### config.mk
export PLATFORM = sky130hd
export DESIGN_NAME = dispatchTop
export DESIGN_NICKNAME = d
export VERILOG_FILES = /design/src/common/dispatchPkg.sv /design/src/common/entryWriteIf.sv /design/src/rtl/dispatchTop.sv /design/src/rtl/issueQueue/issueQueuePayload.sv /design/src/rtl/dispatch/memEntryBuilder.sv /design/src/rtl/dispatch/intEntryBuilder.sv /design/src/rtl/dispatch/dispatchStage.sv
export SDC_FILE = /design/constraint.sdc
export NUM_CORES = 1
export LEC_CHECK = 0
export ABC_CLOCK_PERIOD_IN_PS = 3000
export BUFFER_PORTS_ARGS = -buffer_cell sky130_fd_sc_hd__buf_2
export CORE_MARGIN = 5
export CORE_UTILIZATION = 50
export DETAILED_ROUTE_END_ITERATION = 10
export PLACE_DENSITY = 0.68
export SLEW_MARGIN = 20
export SYNTH_ARGS = -nofsm -noshare
export SYNTH_HDL_FRONTEND = slang
export SYNTH_SLANG_ARGS = --single-unit
### constraint.sdc
create_clock -name ctrl -period 3 [get_ports ctrl]
set_input_delay 0.75 -clock ctrl [delete_from_list [all_inputs] [get_ports ctrl]]
set_output_delay 0.75 -clock ctrl [all_outputs]
set_load 0.005 [all_outputs]
### src/common/dispatchPkg.sv
// ==========================================================================
// Dispatch package
// Sizes, op kinds, issue-queue entry layouts and the integer op-info
// union shared by the dispatch stage and the issue-queue payload store
// ==========================================================================

package dispatchPkg;

    localparam int IQ_ENTRIES = 8;
    localparam int IQ_PTR_WIDTH = 3;
    localparam int AL_PTR_WIDTH = 4;
    localparam int PREG_WIDTH = 6;
    localparam int LSQ_PTR_WIDTH = 3;
    localparam int PAYLOAD_WIDTH = 24;
    localparam int OP_FIELD_WIDTH = 20;

    // Both integer views fill the whole payload word
    localparam int INT_SUB_INFO_WIDTH = PAYLOAD_WIDTH;
    localparam int BR_SUB_INFO_WIDTH = PAYLOAD_WIDTH;

    typedef enum logic [1:0] {
        OP_ALU,
        OP_BRANCH,
        OP_MEM,
        OP_NONE
    } OpKind;

    typedef enum logic {
        OPERAND_REG,
        OPERAND_IMM
    } OperandType;

    // ALU view, padded up to the branch view
    typedef struct packed {
        OperandType operandTypeA;
        OperandType operandTypeB;
        logic [3:0] aluCode;
        logic [4:0] shiftIn;
        logic [INT_SUB_INFO_WIDTH-12:0] padding;
    } IntSubInfo;

    typedef struct packed {
        OperandType operandTypeA;
        OperandType operandTypeB;
        logic [OP_FIELD_WIDTH-1:0] brDisp;
        logic brPred;
        logic [BR_SUB_INFO_WIDTH-OP_FIELD_WIDTH-4:0] padding;
    } BrSubInfo;

    typedef struct packed {
        logic isStore;
        logic [1:0] accessSize;
        logic [11:0] addrOffset;
        logic [LSQ_PTR_WIDTH-1:0] loadQueuePtr;
        logic [LSQ_PTR_WIDTH-1:0] storeQueuePtr;
        logic hasAllocatedMshr;
        logic [PAYLOAD_WIDTH-2*LSQ_PTR_WIDTH-17:0] padding;
    } MemOpInfo;

    typedef struct packed {
        logic valid;
        OpKind kind;
        OperandType operandTypeA;
        OperandType operandTypeB;
        logic [PREG_WIDTH-1:0] phySrcA;
        logic [PREG_WIDTH-1:0] phySrcB;
        logic [PREG_WIDTH-1:0] phyDst;
        logic writeReg;
        logic [IQ_PTR_WIDTH-1:0] issueQueuePtr;
        logic [AL_PTR_WIDTH-1:0] activeListPtr;
        logic [LSQ_PTR_WIDTH-1:0] loadQueuePtr;
        logic [LSQ_PTR_WIDTH-1:0] storeQueuePtr;
        logic brPred;
        logic [OP_FIELD_WIDTH-1:0] opField;
    } DispatchRegPath;

    typedef union packed {
        IntSubInfo intSubInfo;
        BrSubInfo brSubInfo;
    } IntOpInfo;

endpackage
### src/common/entryWriteIf.sv
// ==========================================================================
// Issue-queue write request
// One entry write from an entry builder into the payload store
// ==========================================================================

`timescale 1ns/1ps

interface entryWriteIf;

    logic write;
    logic [dispatchPkg::IQ_PTR_WIDTH-1:0] writePtr;
    logic [dispatchPkg::AL_PTR_WIDTH-1:0] activeListPtr;
    logic [dispatchPkg::PREG_WIDTH-1:0] phyDst;
    logic writeReg;
    logic srcRegValidA;
    logic srcRegValidB;
    // Queue-specific entry word, decoded by the issue side
    logic [dispatchPkg::PAYLOAD_WIDTH-1:0] payload;

    modport builder (
        output write,
        output writePtr,
        output activeListPtr,
        output phyDst,
        output writeReg,
        output srcRegValidA,
        output srcRegValidB,
        output payload
    );

    modport store (
        input write,
        input writePtr,
        input activeListPtr,
        input phyDst,
        input writeReg,
        input srcRegValidA,
        input srcRegValidB,
        input payload
    );

endinterface

### src/rtl/dispatchTop.sv
// ==========================================================================
// Dispatch top level
// Rename-side ports into the dispatch stage, both entry builders and
// the issue-queue payload store
// ==========================================================================

`timescale 1ns/1ps

module dispatchTop (
    input logic ctrl,
    input logic rstN,
    input logic stall,
    input logic clear,
    input logic renValid,
    input dispatchPkg::OpKind renKind,
    input dispatchPkg::OperandType renOperandTypeA,
    input dispatchPkg::OperandType renOperandTypeB,
    input logic [dispatchPkg::PREG_WIDTH-1:0] renPhySrcA,
    input logic [dispatchPkg::PREG_WIDTH-1:0] renPhySrcB,
    input logic [dispatchPkg::PREG_WIDTH-1:0] renPhyDst,
    input logic renWriteReg,
    input logic [dispatchPkg::IQ_PTR_WIDTH-1:0] renIssueQueuePtr,
    input logic [dispatchPkg::AL_PTR_WIDTH-1:0] renActiveListPtr,
    input logic [dispatchPkg::LSQ_PTR_WIDTH-1:0] renLoadQueuePtr,
    input logic [dispatchPkg::LSQ_PTR_WIDTH-1:0] renStoreQueuePtr,
    input logic renBrPred,
    input logic [dispatchPkg::OP_FIELD_WIDTH-1:0] renOpField,
    input logic issue,
    input logic [dispatchPkg::IQ_PTR_WIDTH-1:0] issuePtr,
    input logic [dispatchPkg::IQ_PTR_WIDTH-1:0] readPtr,
    output logic readValid,
    output logic readIsMem,
    output logic [dispatchPkg::PAYLOAD_WIDTH-1:0] readPayload,
    output logic [dispatchPkg::AL_PTR_WIDTH-1:0] readActiveListPtr,
    output logic [dispatchPkg::PREG_WIDTH-1:0] readPhyDst,
    output logic [1:0] readSrcValid
);

    dispatchPkg::DispatchRegPath renOp;
    dispatchPkg::DispatchRegPath pipeReg;
    logic update;

    entryWriteIf intWrite ();
    entryWriteIf memWrite ();

    assign renOp = '{
        valid: renValid,
        kind: renKind,
        operandTypeA: renOperandTypeA,
        operandTypeB: renOperandTypeB,
        phySrcA: renPhySrcA,
        phySrcB: renPhySrcB,
        phyDst: renPhyDst,
        writeReg: renWriteReg,
        issueQueuePtr: renIssueQueuePtr,
        activeListPtr: renActiveListPtr,
        loadQueuePtr: renLoadQueuePtr,
        storeQueuePtr: renStoreQueuePtr,
        brPred: renBrPred,
        opField: renOpField
    };

    dispatchStage i_dispatchStage (
        .ctrl(ctrl), .rstN(rstN), .stall(stall), .clear(clear),
        .renValid(renValid), .renOp(renOp), .pipeReg(pipeReg), .update(update)
    );

    intEntryBuilder i_intEntryBuilder (.pipeReg(pipeReg), .update(update), .intWrite(intWrite));

    memEntryBuilder i_memEntryBuilder (.pipeReg(pipeReg), .update(update), .memWrite(memWrite));

    issueQueuePayload i_issueQueuePayload (
        .ctrl(ctrl), .rstN(rstN), .intWrite(intWrite), .memWrite(memWrite),
        .issue(issue), .issuePtr(issuePtr), .readPtr(readPtr),
        .readValid(readValid), .readIsMem(readIsMem), .readPayload(readPayload),
        .readActiveListPtr(readActiveListPtr), .readPhyDst(readPhyDst),
        .readSrcValid(readSrcValid)
    );

endmodule

### src/rtl/issueQueue/issueQueuePayload.sv
// ==========================================================================
// Issue-queue payload store
// Slot RAM written by the integer and memory builders, per-slot valid
// bits, and a combinational read port for the issue stage
// ==========================================================================

`timescale 1ns/1ps

module issueQueuePayload (
    input logic ctrl,
    input logic rstN,
    entryWriteIf.store intWrite,
    entryWriteIf.store memWrite,
    input logic issue,
    input logic [dispatchPkg::IQ_PTR_WIDTH-1:0] issuePtr,
    input logic [dispatchPkg::IQ_PTR_WIDTH-1:0] readPtr,
    output logic readValid,
    output logic readIsMem,
    output logic [dispatchPkg::PAYLOAD_WIDTH-1:0] readPayload,
    output logic [dispatchPkg::AL_PTR_WIDTH-1:0] readActiveListPtr,
    output logic [dispatchPkg::PREG_WIDTH-1:0] readPhyDst,
    output logic [1:0] readSrcValid
);

    logic [dispatchPkg::PAYLOAD_WIDTH-1:0] payloadRam [dispatchPkg::IQ_ENTRIES];
    logic [dispatchPkg::AL_PTR_WIDTH-1:0] alPtrRam [dispatchPkg::IQ_ENTRIES];
    logic [dispatchPkg::PREG_WIDTH-1:0] phyDstRam [dispatchPkg::IQ_ENTRIES];
    logic [1:0] srcValidRam [dispatchPkg::IQ_ENTRIES];
    logic isMemRam [dispatchPkg::IQ_ENTRIES];
    logic [dispatchPkg::IQ_ENTRIES-1:0] slotValid;

    logic wrEn;
    logic wrIsMem;

    // Only one builder writes per cycle since the stage holds a single op
    always_comb begin
        wrEn = intWrite.write || memWrite.write;
        wrIsMem = memWrite.write;
    end

    always_ff @(posedge ctrl) begin
        if (wrIsMem) begin
            payloadRam[memWrite.writePtr] <= memWrite.payload;
            alPtrRam[memWrite.writePtr] <= memWrite.activeListPtr;
            phyDstRam[memWrite.writePtr] <= memWrite.phyDst;
            srcValidRam[memWrite.writePtr] <= {memWrite.srcRegValidA, memWrite.srcRegValidB};
            isMemRam[memWrite.writePtr] <= 1'b1;
        end else if (intWrite.write) begin
            payloadRam[intWrite.writePtr] <= intWrite.payload;
            alPtrRam[intWrite.writePtr] <= intWrite.activeListPtr;
            phyDstRam[intWrite.writePtr] <= intWrite.phyDst;
            srcValidRam[intWrite.writePtr] <= {intWrite.srcRegValidA, intWrite.srcRegValidB};
            isMemRam[intWrite.writePtr] <= 1'b0;
        end
    end

    // Write comes after issue, so it wins on the same slot
    always_ff @(posedge ctrl) begin
        if (!rstN) begin
            slotValid <= '0;
        end else begin
            if (issue) begin
                slotValid[issuePtr] <= 1'b0;
            end
            if (wrEn) begin
                slotValid[wrIsMem ? memWrite.writePtr : intWrite.writePtr] <= 1'b1;
            end
        end
    end

    always_comb begin
        readValid = slotValid[readPtr];
        readIsMem = isMemRam[readPtr];
        readPayload = payloadRam[readPtr];
        readActiveListPtr = alPtrRam[readPtr];
        readPhyDst = phyDstRam[readPtr];
        // Bit 1 is operand A, bit 0 operand B
        readSrcValid = srcValidRam[readPtr];
    end

endmodule

### src/rtl/dispatch/memEntryBuilder.sv
// ==========================================================================
// Memory entry builder
// Turns a load or store into a memory-queue write carrying its
// load and store queue pointers
// ==========================================================================

`timescale 1ns/1ps

module memEntryBuilder (
    input dispatchPkg::DispatchRegPath pipeReg,
    input logic update,
    entryWriteIf.builder memWrite
);

    dispatchPkg::MemOpInfo memInfo;

    always_comb begin
        // Op field layout: isStore, access size, then the address offset
        memInfo.isStore = pipeReg.opField[14];
        memInfo.accessSize = pipeReg.opField[13:12];
        memInfo.addrOffset = pipeReg.opField[11:0];
        memInfo.loadQueuePtr = pipeReg.loadQueuePtr;
        memInfo.storeQueuePtr = pipeReg.storeQueuePtr;
        // No miss handler is held yet at dispatch
        memInfo.hasAllocatedMshr = 1'b0;
        memInfo.padding = '0;
    end

    always_comb begin
        memWrite.write = update && (pipeReg.kind == dispatchPkg::OP_MEM);
        memWrite.writePtr = pipeReg.issueQueuePtr;
        memWrite.activeListPtr = pipeReg.activeListPtr;
        memWrite.phyDst = pipeReg.phyDst;
        memWrite.writeReg = pipeReg.writeReg;
        memWrite.srcRegValidA = (pipeReg.operandTypeA == dispatchPkg::OPERAND_REG);
        memWrite.srcRegValidB = (pipeReg.operandTypeB == dispatchPkg::OPERAND_REG);
        memWrite.payload = memInfo;
    end

endmodule

### src/rtl/dispatch/intEntryBuilder.sv
// ==========================================================================
// Integer entry builder
// Turns the dispatched op into an integer-queue write, with the op info
// packed through either the ALU or the branch view
// ==========================================================================

`timescale 1ns/1ps

module intEntryBuilder (
    input dispatchPkg::DispatchRegPath pipeReg,
    input logic update,
    entryWriteIf.builder intWrite
);

    dispatchPkg::IntOpInfo opInfo;

    always_comb begin
        dispatchPkg::IntSubInfo intSub;
        dispatchPkg::BrSubInfo brSub;

        // ALU fields sit at the bottom of the rename op field
        intSub.operandTypeA = pipeReg.operandTypeA;
        intSub.operandTypeB = pipeReg.operandTypeB;
        intSub.aluCode = pipeReg.opField[3:0];
        intSub.shiftIn = pipeReg.opField[8:4];
        intSub.padding = '0;

        // Whole op field is the branch displacement
        brSub.operandTypeA = pipeReg.operandTypeA;
        brSub.operandTypeB = pipeReg.operandTypeB;
        brSub.brDisp = pipeReg.opField;
        brSub.brPred = pipeReg.brPred;
        brSub.padding = '0;

        if (pipeReg.kind == dispatchPkg::OP_BRANCH) begin
            opInfo.brSubInfo = brSub;
        end else begin
            opInfo.intSubInfo = intSub;
        end
    end

    always_comb begin
        intWrite.write = update && (pipeReg.kind == dispatchPkg::OP_ALU ||
                                    pipeReg.kind == dispatchPkg::OP_BRANCH);
        intWrite.writePtr = pipeReg.issueQueuePtr;
        intWrite.activeListPtr = pipeReg.activeListPtr;
        intWrite.phyDst = pipeReg.phyDst;
        intWrite.writeReg = pipeReg.writeReg;
        intWrite.srcRegValidA = (pipeReg.operandTypeA == dispatchPkg::OPERAND_REG);
        intWrite.srcRegValidB = (pipeReg.operandTypeB == dispatchPkg::OPERAND_REG);
        intWrite.payload = opInfo;
    end

endmodule

### src/rtl/dispatch/dispatchStage.sv
// ==========================================================================
// Dispatch stage
// Pipeline register between rename and the entry builders, with stall
// and clear, and the update strobe that allows a queue write
// ==========================================================================

`timescale 1ns/1ps

module dispatchStage (
    input logic ctrl,
    input logic rstN,
    input logic stall,
    input logic clear,
    input logic renValid,
    input dispatchPkg::DispatchRegPath renOp,
    output dispatchPkg::DispatchRegPath pipeReg,
    output logic update
);

    // Stall holds the current op, rename inputs are ignored
    always_ff @(posedge ctrl) begin
        if (!rstN) begin
            pipeReg <= '0;
        end else if (!stall) begin
            pipeReg <= renOp;
            // Valid comes from the rename handshake bit
            pipeReg.valid <= renValid;
        end else begin
            pipeReg <= pipeReg;
        end
    end

    // A cleared op is dropped and replaced at the next unstalled edge
    always_comb begin
        update = pipeReg.valid && !stall && !clear;
    end

endmodule

After elaboration in Yosys (flattened, before gate mapping):

Memories as Yosys holds them, arrays and structs flattened.
Index checks and enable logic that the tools add are counted.

* memories kept: 5
* register bits: 53
* memory bits (writable): 296
* output and inout port bits: 38

* eq/ne operators: 2
* reductions and logical operators: 11
* order comparisons: 5
* muxes and demuxes: 20
* bitwise operators: 10

Memory list
* i_issueQueuePayload.payloadRam: depth 8, width 24, rd ports 1, clocked after memory_dff 0, write ports 1, line issueQueuePayload.sv:25 `logic [dispatchPkg::PAYLOAD_WIDTH-1:0] payloadRam [dispatchPkg::IQ_ENTRIES];`
* i_issueQueuePayload.phyDstRam: depth 8, width 6, rd ports 1, clocked after memory_dff 0, write ports 1, line issueQueuePayload.sv:27 `logic [dispatchPkg::PREG_WIDTH-1:0] phyDstRam [dispatchPkg::IQ_ENTRIES];`
* i_issueQueuePayload.alPtrRam: depth 8, width 4, rd ports 1, clocked after memory_dff 0, write ports 1, line issueQueuePayload.sv:26 `logic [dispatchPkg::AL_PTR_WIDTH-1:0] alPtrRam [dispatchPkg::IQ_ENTRIES];`
* i_issueQueuePayload.srcValidRam: depth 8, width 2, rd ports 1, clocked after memory_dff 0, write ports 1, line issueQueuePayload.sv:28 `logic [1:0] srcValidRam [dispatchPkg::IQ_ENTRIES];`
* i_issueQueuePayload.isMemRam: depth 8, width 1, rd ports 1, clocked after memory_dff 0, write ports 1, line issueQueuePayload.sv:29 `logic isMemRam [dispatchPkg::IQ_ENTRIES];`

Operators with widths (count)
* $mux W24: 1
* $mux W8: 3
* $mux W22: 1
* $lt A3 B4 Y1 const B: 3
* $mux W1: 9
* $and A8 B8 Y8: 1
* $not A8 Y8: 1
* $or A8 B8 Y8: 1
* $demux W1 S3: 2
* $ge A3 B1 Y1 const B: 2
* $logic_and A1 B1 Y1: 6
* $mux W6: 1
* $or A1 B1 Y1: 5
* $mux W4: 1
* $bmux W1 S3: 1
* $eq A2 B1 Y1 const B: 1
* $eq A2 B2 Y1 const B: 1
* $logic_not A1 Y1: 2
* $logic_not A2 Y1: 1
* $logic_or A1 B1 Y1: 2
* $mux W2: 1
* $not A1 Y1: 2

Longest topological paths before layout:

Gate-level depths: netlist (run 1).

* depth after elaboration: 10
* mapped depth: 6
* gate-level depth less buffers: 3

Cells and area by module:

Synthesis (run 1) repeated with hierarchy kept, for this count alone.

* cells, all modules: 801
* area total of the unflattened synthesis: 14945.6 µm²

By module, submodules not included
* issueQueuePayload: cells each 526, area each 12040.3 µm², sequential area each 9048.7 µm², instances 1
* dispatchStage: cells each 188, area each 2204.6 µm², sequential area each 1161.1 µm², instances 1
* intEntryBuilder: cells each 45, area each 395.4 µm², sequential area each 0.0 µm², instances 1
* memEntryBuilder: cells each 42, area each 305.3 µm², sequential area each 0.0 µm², instances 1

Least setup slack after synthesis (run 1):

Ideal clock, no wire load.

* path type: input to register
* start: input port stall
* end: memory i_issueQueuePayload.alPtrRam[0][0] (netlist bit), enable pin
* data arrival time: 2.255 ns
* setup slack: 0.347 ns
* setup time: 0.397 ns
* stages on the path: 3
* data required time: 2.603 ns
* cell sequence: buf_2 -> nor4b_2 -> and2_1

* cells in the longest elaborated chain, start to end: 8
* elaborated cells on any way between the ends: 11
* those cells by class: mux: 5; bitwise: 1; reduce/logical: 5

Ends and longest elaborated chain
* from (decl): line dispatchTop.sv:12 `input logic stall,`
* $logic_not A1 Y1 (*)
* $logic_and A1 B1 Y1 (*) (2 in series): line dispatchStage.sv:35 `update = pipeReg.valid && !stall && !clear;`
* $logic_and A1 B1 Y1: line intEntryBuilder.sv:43 `intWrite.write = update && (pipeReg.kind == dispatchPkg::OP_ALU ||`
* $mux W1: line issueQueuePayload.sv:48 `end else if (intWrite.write) begin`
* $mux W1: line issueQueuePayload.sv:42 `if (wrIsMem) begin`
* $mux W1 (implied by the code): line issueQueuePayload.sv:50 `alPtrRam[intWrite.writePtr] <= intWrite.activeListPtr;`
* $or A1 B1 Y1 (no line) (*)
* to (decl): line issueQueuePayload.sv:26

Mark *: on every way between the ends. The rest lies on a longest branch, timed or not.

Worst setup path in the final report (run 1):

* start: input port readPtr[0] (netlist bit)
* end: output port readPayload[5] (netlist bit)

* cells in the longest elaborated chain, start to end: 1

Ends and longest elaborated chain
* from (decl): line dispatchTop.sv:30 `input logic [dispatchPkg::IQ_PTR_WIDTH-1:0] readPtr,`
* $mem_v2 Z8 W24
* to (decl): line dispatchTop.sv:33 `output logic [dispatchPkg::PAYLOAD_WIDTH-1:0] readPayload,`

Every way passes these cells.

==> summary.md, run 1 <==
| Metric | Value |
|---|---|
| Status | finished, final reports clean |
| Fin area | 15500 sq um |
| Vias in the first global route | 7003 |
| Flop2flop setup slack | 0.85 ns |
| Dominant cells by area after synthesis | edfxtp_1 65%, mux4_2 13%, dfxtp_1 8.0% |
| PD cells | 632 nW/um^2 |
| Global placement routability congestion | 0.740 |
| Die area | 29900 sq um |
| Post-DP Area | 14400 sq um |
| Rows | 59 |
| Hold Path Stages | 2 |
| EDFF count, synth | 288 |
| Slew @ Worst Pin | 0.892 ns |
| Worst setup SP type | primary input |
| DR pass1 iterations | 5 |
| GRT Total Usage | 0.185 |
| TritonCTS clock tree | done |
| WL per Instance | 23.8 um |
| Yosys cell types | 36 |
| WL final | 27400 um |
| Total CTS buffers | 35 |
| Top Ports | 107 |
| Ys flop type | edfxtp_1 |
| Clock Skews | 0.0184 ns |
| HPWL Detailed | 17100 um |
| Min Tclk post-route | 2.90 ns |
| ANT nets after route | 0 |
| Worst VDD drop | 0.411 mV |
| Die width | 173 um |
| CP required | 2.25 ns |
| Clk sinks | 341 |
| Vias | 6483 |
| P&R area growth vs syn | 16.9% |
| Final setup violation count | 0 |
| Mapped Cells | 659 |
| Initial Util | 0.508 |
| DRT iter0 DRCs | 397 |
| Layout cells sized above 1 | 0.366 |
| Initial antenna violation count | 0 |
| I/O Buffers | 92 |
| Yosys top cell area share | 0.651 |
| Hold Path Origin | i_issueQueuePayload.slotValid[6] |
| Post-Syn Area | 13300 sq um |
| H-Tree Depth | 2 |
| Hold EP | i_issueQueuePayload.slotValid[6] |
| Period utilization | 0.968 |
| Post-synth top cells | 288 x edfxtp_1, 74 x mux4_2, 53 x dfxtp_1 |
| LEAKAGE | 5.13 nW |
| RR Endpoint | i_issueQueuePayload.payloadRam[0][13] |
| Routed vias/inst | 5.64 |
| Fin Hold WS | 0.491 ns |
| Clock transition at the registers of the reported paths | 0.06 ns |
| Area leader, netlist | edfxtp_1 |
| Count leader, synth | edfxtp_1 |
| Fraction of registers with async set/reset | 0 |
| Max Fclk | 0.344 GHz |
| Worst Setup End Kind | output port |
| Unrepaired setup endpoints after global routing | no |
| Max-Cap Viols | 0 |
| Register bit total from synthesis | 341 |
| Pins Over Slew Limit | 0 |
| Drt drc | 0 |
| Skew-Pair Late Insertion Delay | 0.51 ns |
| Seq/Total Area, Yosys | 0.731 |
| Endpoints failing hold | 0 |
| Mean Syn Cell Area | 20.2 sq um |
| R2R cell count | 4 |
| Height of the die | 173 um |
| Worst r2r src | i_dispatchStage.pipeReg[57] |
| CTS Buffer Depth | 3 |
| Slew Limit Headroom | 0.406 |
| CORE AREA | 26100 sq um |
| Total power | 0.00981 W |
| Hold crit path type | flip-flop to flip-flop |
| Synth warn | 0 |
| Syn Nets | 728 |
| Crit path kind | primary input to output port |
| Largest net degree at the start of global routing | 54 |
| Worst EP arrival | 2.15 ns |
| Remaining global-route overflow | 0 |
| CTS Root Cell | clkbuf_16 |
| Nets | 857 |
| First-pass GRT wire length | 42500 um |
| Antenna Cells | 0 |
| Crit-path max FO | 16 |
[layout by cell type (no fill, tap or decap), drive strengths merged, types with 6 or more instances in the layout]
master / netlist / layout
inv: 8 / 7
edfxtp: 288 / 288
o21ai: 11 / 11
mux2i: 49 / 49
dfxtp: 53 / 53
buf: 28 / 129
a22o: 10 / 10
mux2: 42 / 42
nand2: 9 / 9
clkbuf: 9 / 46
mux4: 74 / 74
clkinv: 0 / 16
nor2b: 46 / 46
a21boi: 6 / 6
[worst max-delay path, cell delays in order]
cell,delay [ns]
buf_6,0.22
buf_12,0.22
mux4_2,0.51
mux2_2,0.30
buf_2,0.13
[power by group]
part | internal [W] | switching (W) | total [W]
combinational | 0.000257 | 0.000249 | 0.000506
clock | 0.00234 | 0.00173 | 0.00407
sequential | 0.00519 | 0.0000494 | 0.00524
total | 0.00778 | 0.00203 | 0.00981
[worst max path at each step]
stage / endpoint / from / slack [ns]
detailed placement: readPayload[15] / readPtr[0] / -0.005
CTS: readPayload[5] / readPtr[0] / 0.08
global placement: readPayload[7] / readPtr[0] / -0.007
global route: readPayload[6] / readPtr[0] / 0.02
finish: readPayload[5] / readPtr[0] / 0.1
floorplan: i_issueQueuePayload.alPtrRam[0][0] / stall / 0.35
[metrics by stage]
| stage | cells | setup TNS, ns | setup slack [ns] | utilization |
|---|---|---|---|---|
| 2_1_floorplan | 659 | 0 | 0.347 | - |
| 3_3_place_gp | 1086 | -0.0268 | -0.00721 | 0.552 |
| 3_5_place_dp | 1086 | -0.00882 | -0.00490 | 0.552 |
| 4_1_cts | 1150 | 0 | 0.0755 | 0.594 |
| 5_1_grt | 1150 | 0 | 0.0207 | 0.594 |
| 6_report | 1150 | 0 | 0.0955 | 0.594 |
[registers in the layout (all words and copies together), names as in the netlist]
name	count
i_dispatchStage.pipeReg	45
i_issueQueuePayload.alPtrRam	32
i_issueQueuePayload.isMemRam	8
i_issueQueuePayload.payloadRam	184
i_issueQueuePayload.phyDstRam	48
i_issueQueuePayload.slotValid	8
i_issueQueuePayload.srcValidRam	16
[repair_timing]
item,4_1_cts,5_1_grt
hold buffers,0,0
setup buffers,0,0
resized for setup,1,0
setup endpoints to repair,3,0
[cell type report]
cell class | count | area (sq um)
Inverter | 8 | 30.0
Clock inverter | 18 | 140
Sequential cell | 341 | 9710
Timing Repair Buffer | 129 | 947
Tap cell | 335 | 419
Fill cell | 1924 | 10600
Multi-Input combinational cell | 273 | 3330
Clock buffer | 46 | 947
[kinds of logic after synthesis]
family,after synthesis,share of synthesized area
buffers and inverters,45,0.0186
AOI/OAI and AO/OA,34,0.0180
other,1,0.000282
and+or+nand+nor,73,0.0344
DFF,341,0.731
muxes,165,0.198
[layer usage]
metal  GRT usage  routed length [um]  up-vias
met3      0.0295                1360       35
met5           0                   0        -
li1            -                   -     2917
met2       0.321               14300      169
met4      0.0422                 473        0
met1       0.250               11300     3362
(Power assumes the default switching activity.)
==> run 2, diff against run 1 <==
--- a/config.mk
+++ b/config.mk
@@ -8,9 +8,9 @@
 export ABC_CLOCK_PERIOD_IN_PS = 3000
 export BUFFER_PORTS_ARGS = -buffer_cell sky130_fd_sc_hd__buf_2
 export CORE_MARGIN = 5
-export CORE_UTILIZATION = 50
+export CORE_UTILIZATION = 59
 export DETAILED_ROUTE_END_ITERATION = 10
-export PLACE_DENSITY = 0.68
+export PLACE_DENSITY = 0.79
 export SLEW_MARGIN = 20
 export SYNTH_ARGS = -nofsm -noshare
 export SYNTH_HDL_FRONTEND = slang
==> run 2 against run 1 <==
Against the previous run:
- non-clock buffer count shrank 10
- clock power rose by 1%
- cell area is 1.0% lower
- register-to-register slack better by 0.14 ns
- setup slack got worse by 0.015 ns
- global-route usage increased by 3.2 points
- utilization up 9.1 points
- maximum frequency shrank 0.50%
- via count grew 3.1%
- critical endpoint is now readPayload[22]
- largest cell class unchanged
- highest routed layer unchanged
==> summary.md, run 2 (same netlist as run 1, synthesis figures left out) <==
| Metric | Value |
|---|---|
| Status | finished, final reports clean |
| Hold buffer count at CTS | 0 |
| R2R cell count | 4 |
| Min Tclk post-route | 2.92 ns |
| HPWL Detailed | 15900 um |
| Worst VDD drop | 0.491 mV |
| Unrepaired setup endpoints after global routing | no |
| Most frequent cells in the layout | 288 x edfxtp_1, 90 x buf_2, 74 x mux4_2 |
| Height of the die | 160 um |
| Clock transition at the registers of the reported paths | 0.06 ns |
| Vias in the first global route | 7133 |
| Nets | 846 |
| Final setup violation count | 0 |
| Slowest cell on crit path | mux4_2 |
| Slew Limit Headroom | 0.385 |
| ANT nets after route | 0 |
| DR pass1 iterations | 5 |
| Period utilization | 0.973 |
| Regs by FF count | i_issueQueuePayload.payloadRam x184, i_issueQueuePayload.phyDstRam x48, i_dispatchStage.pipeReg x45 |
| Initial antenna violation count | 1 |
| Pins Over Slew Limit | 0 |
| PD cells | 641 nW/um^2 |
| Slew @ Worst Pin | 0.923 ns |
| GRT Total Usage | 0.217 |
| Fill cells | 1389 |
| Commonest non-fill, non-tap cell in the layout | edfxtp_1 |
| Die area | 25600 sq um |
| I/O Buffers | 92 |
| First-pass GRT wire length | 42000 um |
| Fin Hold WS | 0.484 ns |
| Endpoints failing hold | 0 |
| Total CTS buffers | 34 |
| Initial Util | 0.592 |
| WL per Instance | 25.1 um |
| WL final | 27300 um |
| CTS Buffer Depth | 3 |
| Crit path kind | primary input to output port |
| Global placement routability congestion | 0.790 |
| CP cell instances | buf_4 -> buf_12 -> mux4_2 -> mux2_2 -> buf_2 |
| Clk sinks | 341 |
| Vias | 6684 |
| Worst EP arrival | 2.17 ns |
| Remaining global-route overflow | 0 |
| Met3 usage | 0.0328 |
| Setup TNS | 0 ns |
| Setup ws final | 0.0808 ns |
| Rows | 55 |
| Die width | 160 um |
| Skew-Pair Late Insertion Delay | 0.51 ns |
| Hold Path Stages | 2 |
| CP required | 2.25 ns |
| Antenna Cells | 0 |
| Slowest stage delay, CP | 0.54 ns |
| Most flops, register | i_issueQueuePayload.payloadRam |
| Worst setup SP type | primary input |
| Final Non-Filler Cells | 1087 |
| H-Tree Depth | 2 |
| Met2 Resource Use GR | 0.382 |
| Clock Skews | 0.0109 ns |
| CORE AREA | 22400 sq um |
| Pre-CTS WS | 0.0883 ns |
| Post-CTS Resized | 0 |
| Postcts setup bufs | 0 |
| Dpl cells | 1026 |
| Max-Cap Viols | 0 |
| DRT iter0 DRCs | 493 |
| Max Fclk | 0.343 GHz |
| Routed vias/inst | 6.15 |
| Worst Setup End Kind | output port |
| Layout cells sized above 1 | 0.352 |
| Routing usage on met1 | 0.276 |
| LEAKAGE | 5.08 nW |
| Most used routing layer | met2 |
| CTS Root Cell | clkbuf_16 |
| Hold crit path type | flip-flop to flip-flop |
| Crit-path max FO | 21 |
| Largest net degree at the start of global routing | 54 |
| Drt drc | 0 |
| P&R area growth vs syn | 15.6% |
| Top Ports | 107 |
| Utilization after layout | 0.685 |
| TritonCTS clock tree | done |
| Max FFs per register | 184 |
==> run 2: cell count changes in the layout (fill, tap and decap cells not counted) <==
| cell | delta |
|---|---|
| buf_4 | -7 |
| inv_6 | -5 |
| buf_12 | -2 |
| clkbuf_1 | +2 |
| clkbuf_16 | +2 |
| clkbuf_8 | -2 |
| buf_6 | -1 |
| bufinv_16 | +1 |
| clkinv_1 | +1 |
| clkinv_4 | -1 |
| clkinvlp_4 | -1 |
==> run 2: report_power, final <==
group | leakage, nW | switching [W] | internal, W | total [W]
combinational | 1.65 | 0.000249 | 0.000255 | 0.000503
clock | 0.535 | 0.00166 | 0.00245 | 0.00411
sequential | 2.90 | 0.0000496 | 0.00519 | 0.00524
total | 5.08 | 0.00196 | 0.00789 | 0.00985
==> run 2: metal layers <==
metal  wire [um]  up-vias
li1            -     2897
met1       10500     3475
met2       14300      249
met3        1590       63
met4         868        0
met5           0        -
==> run 2: worst max-delay path: cells and delay by family <==
family   cells  cell delay [ns]
buf+inv      3             0.55
mux          2             0.85
==> run 2: path summary, 6_finish.rpt <==
check        slack [ns]                                     to                             start
max                0.08                        readPayload[22]                        readPtr[0]
min                0.48       i_issueQueuePayload.slotValid[1]  i_issueQueuePayload.slotValid[1]
max reg2reg        0.99  i_issueQueuePayload.payloadRam[0][17]       i_dispatchStage.pipeReg[57]
min reg2reg        0.48       i_issueQueuePayload.slotValid[1]  i_issueQueuePayload.slotValid[1]
==> run 2: area by class of cell <==
| type | instances | area (sq um) | share of cell area |
|---|---|---|---|
| clock inverters | 13 | 114 | 0.00741 |
| inverters | 8 | 30.0 | 0.00195 |
| repair buffers | 119 | 843 | 0.0549 |
| flip-flops and latches | 341 | 9710 | 0.632 |
| clock buffers | 48 | 977 | 0.0636 |
| well taps | 285 | 357 | 0.0232 |
| multi-input cells | 273 | 3330 | 0.217 |
==> run 2: metrics by stage <==
| stage | power, W | cell area (sq um) |
|---|---|---|
| floorplan | 0.00564 | 13300 |
| global placement | 0.00582 | 14300 |
| detailed placement | 0.00584 | 14300 |
| CTS | 0.00992 | 15400 |
| global route | 0.0102 | 15400 |
| finish | 0.00985 | 15400 |
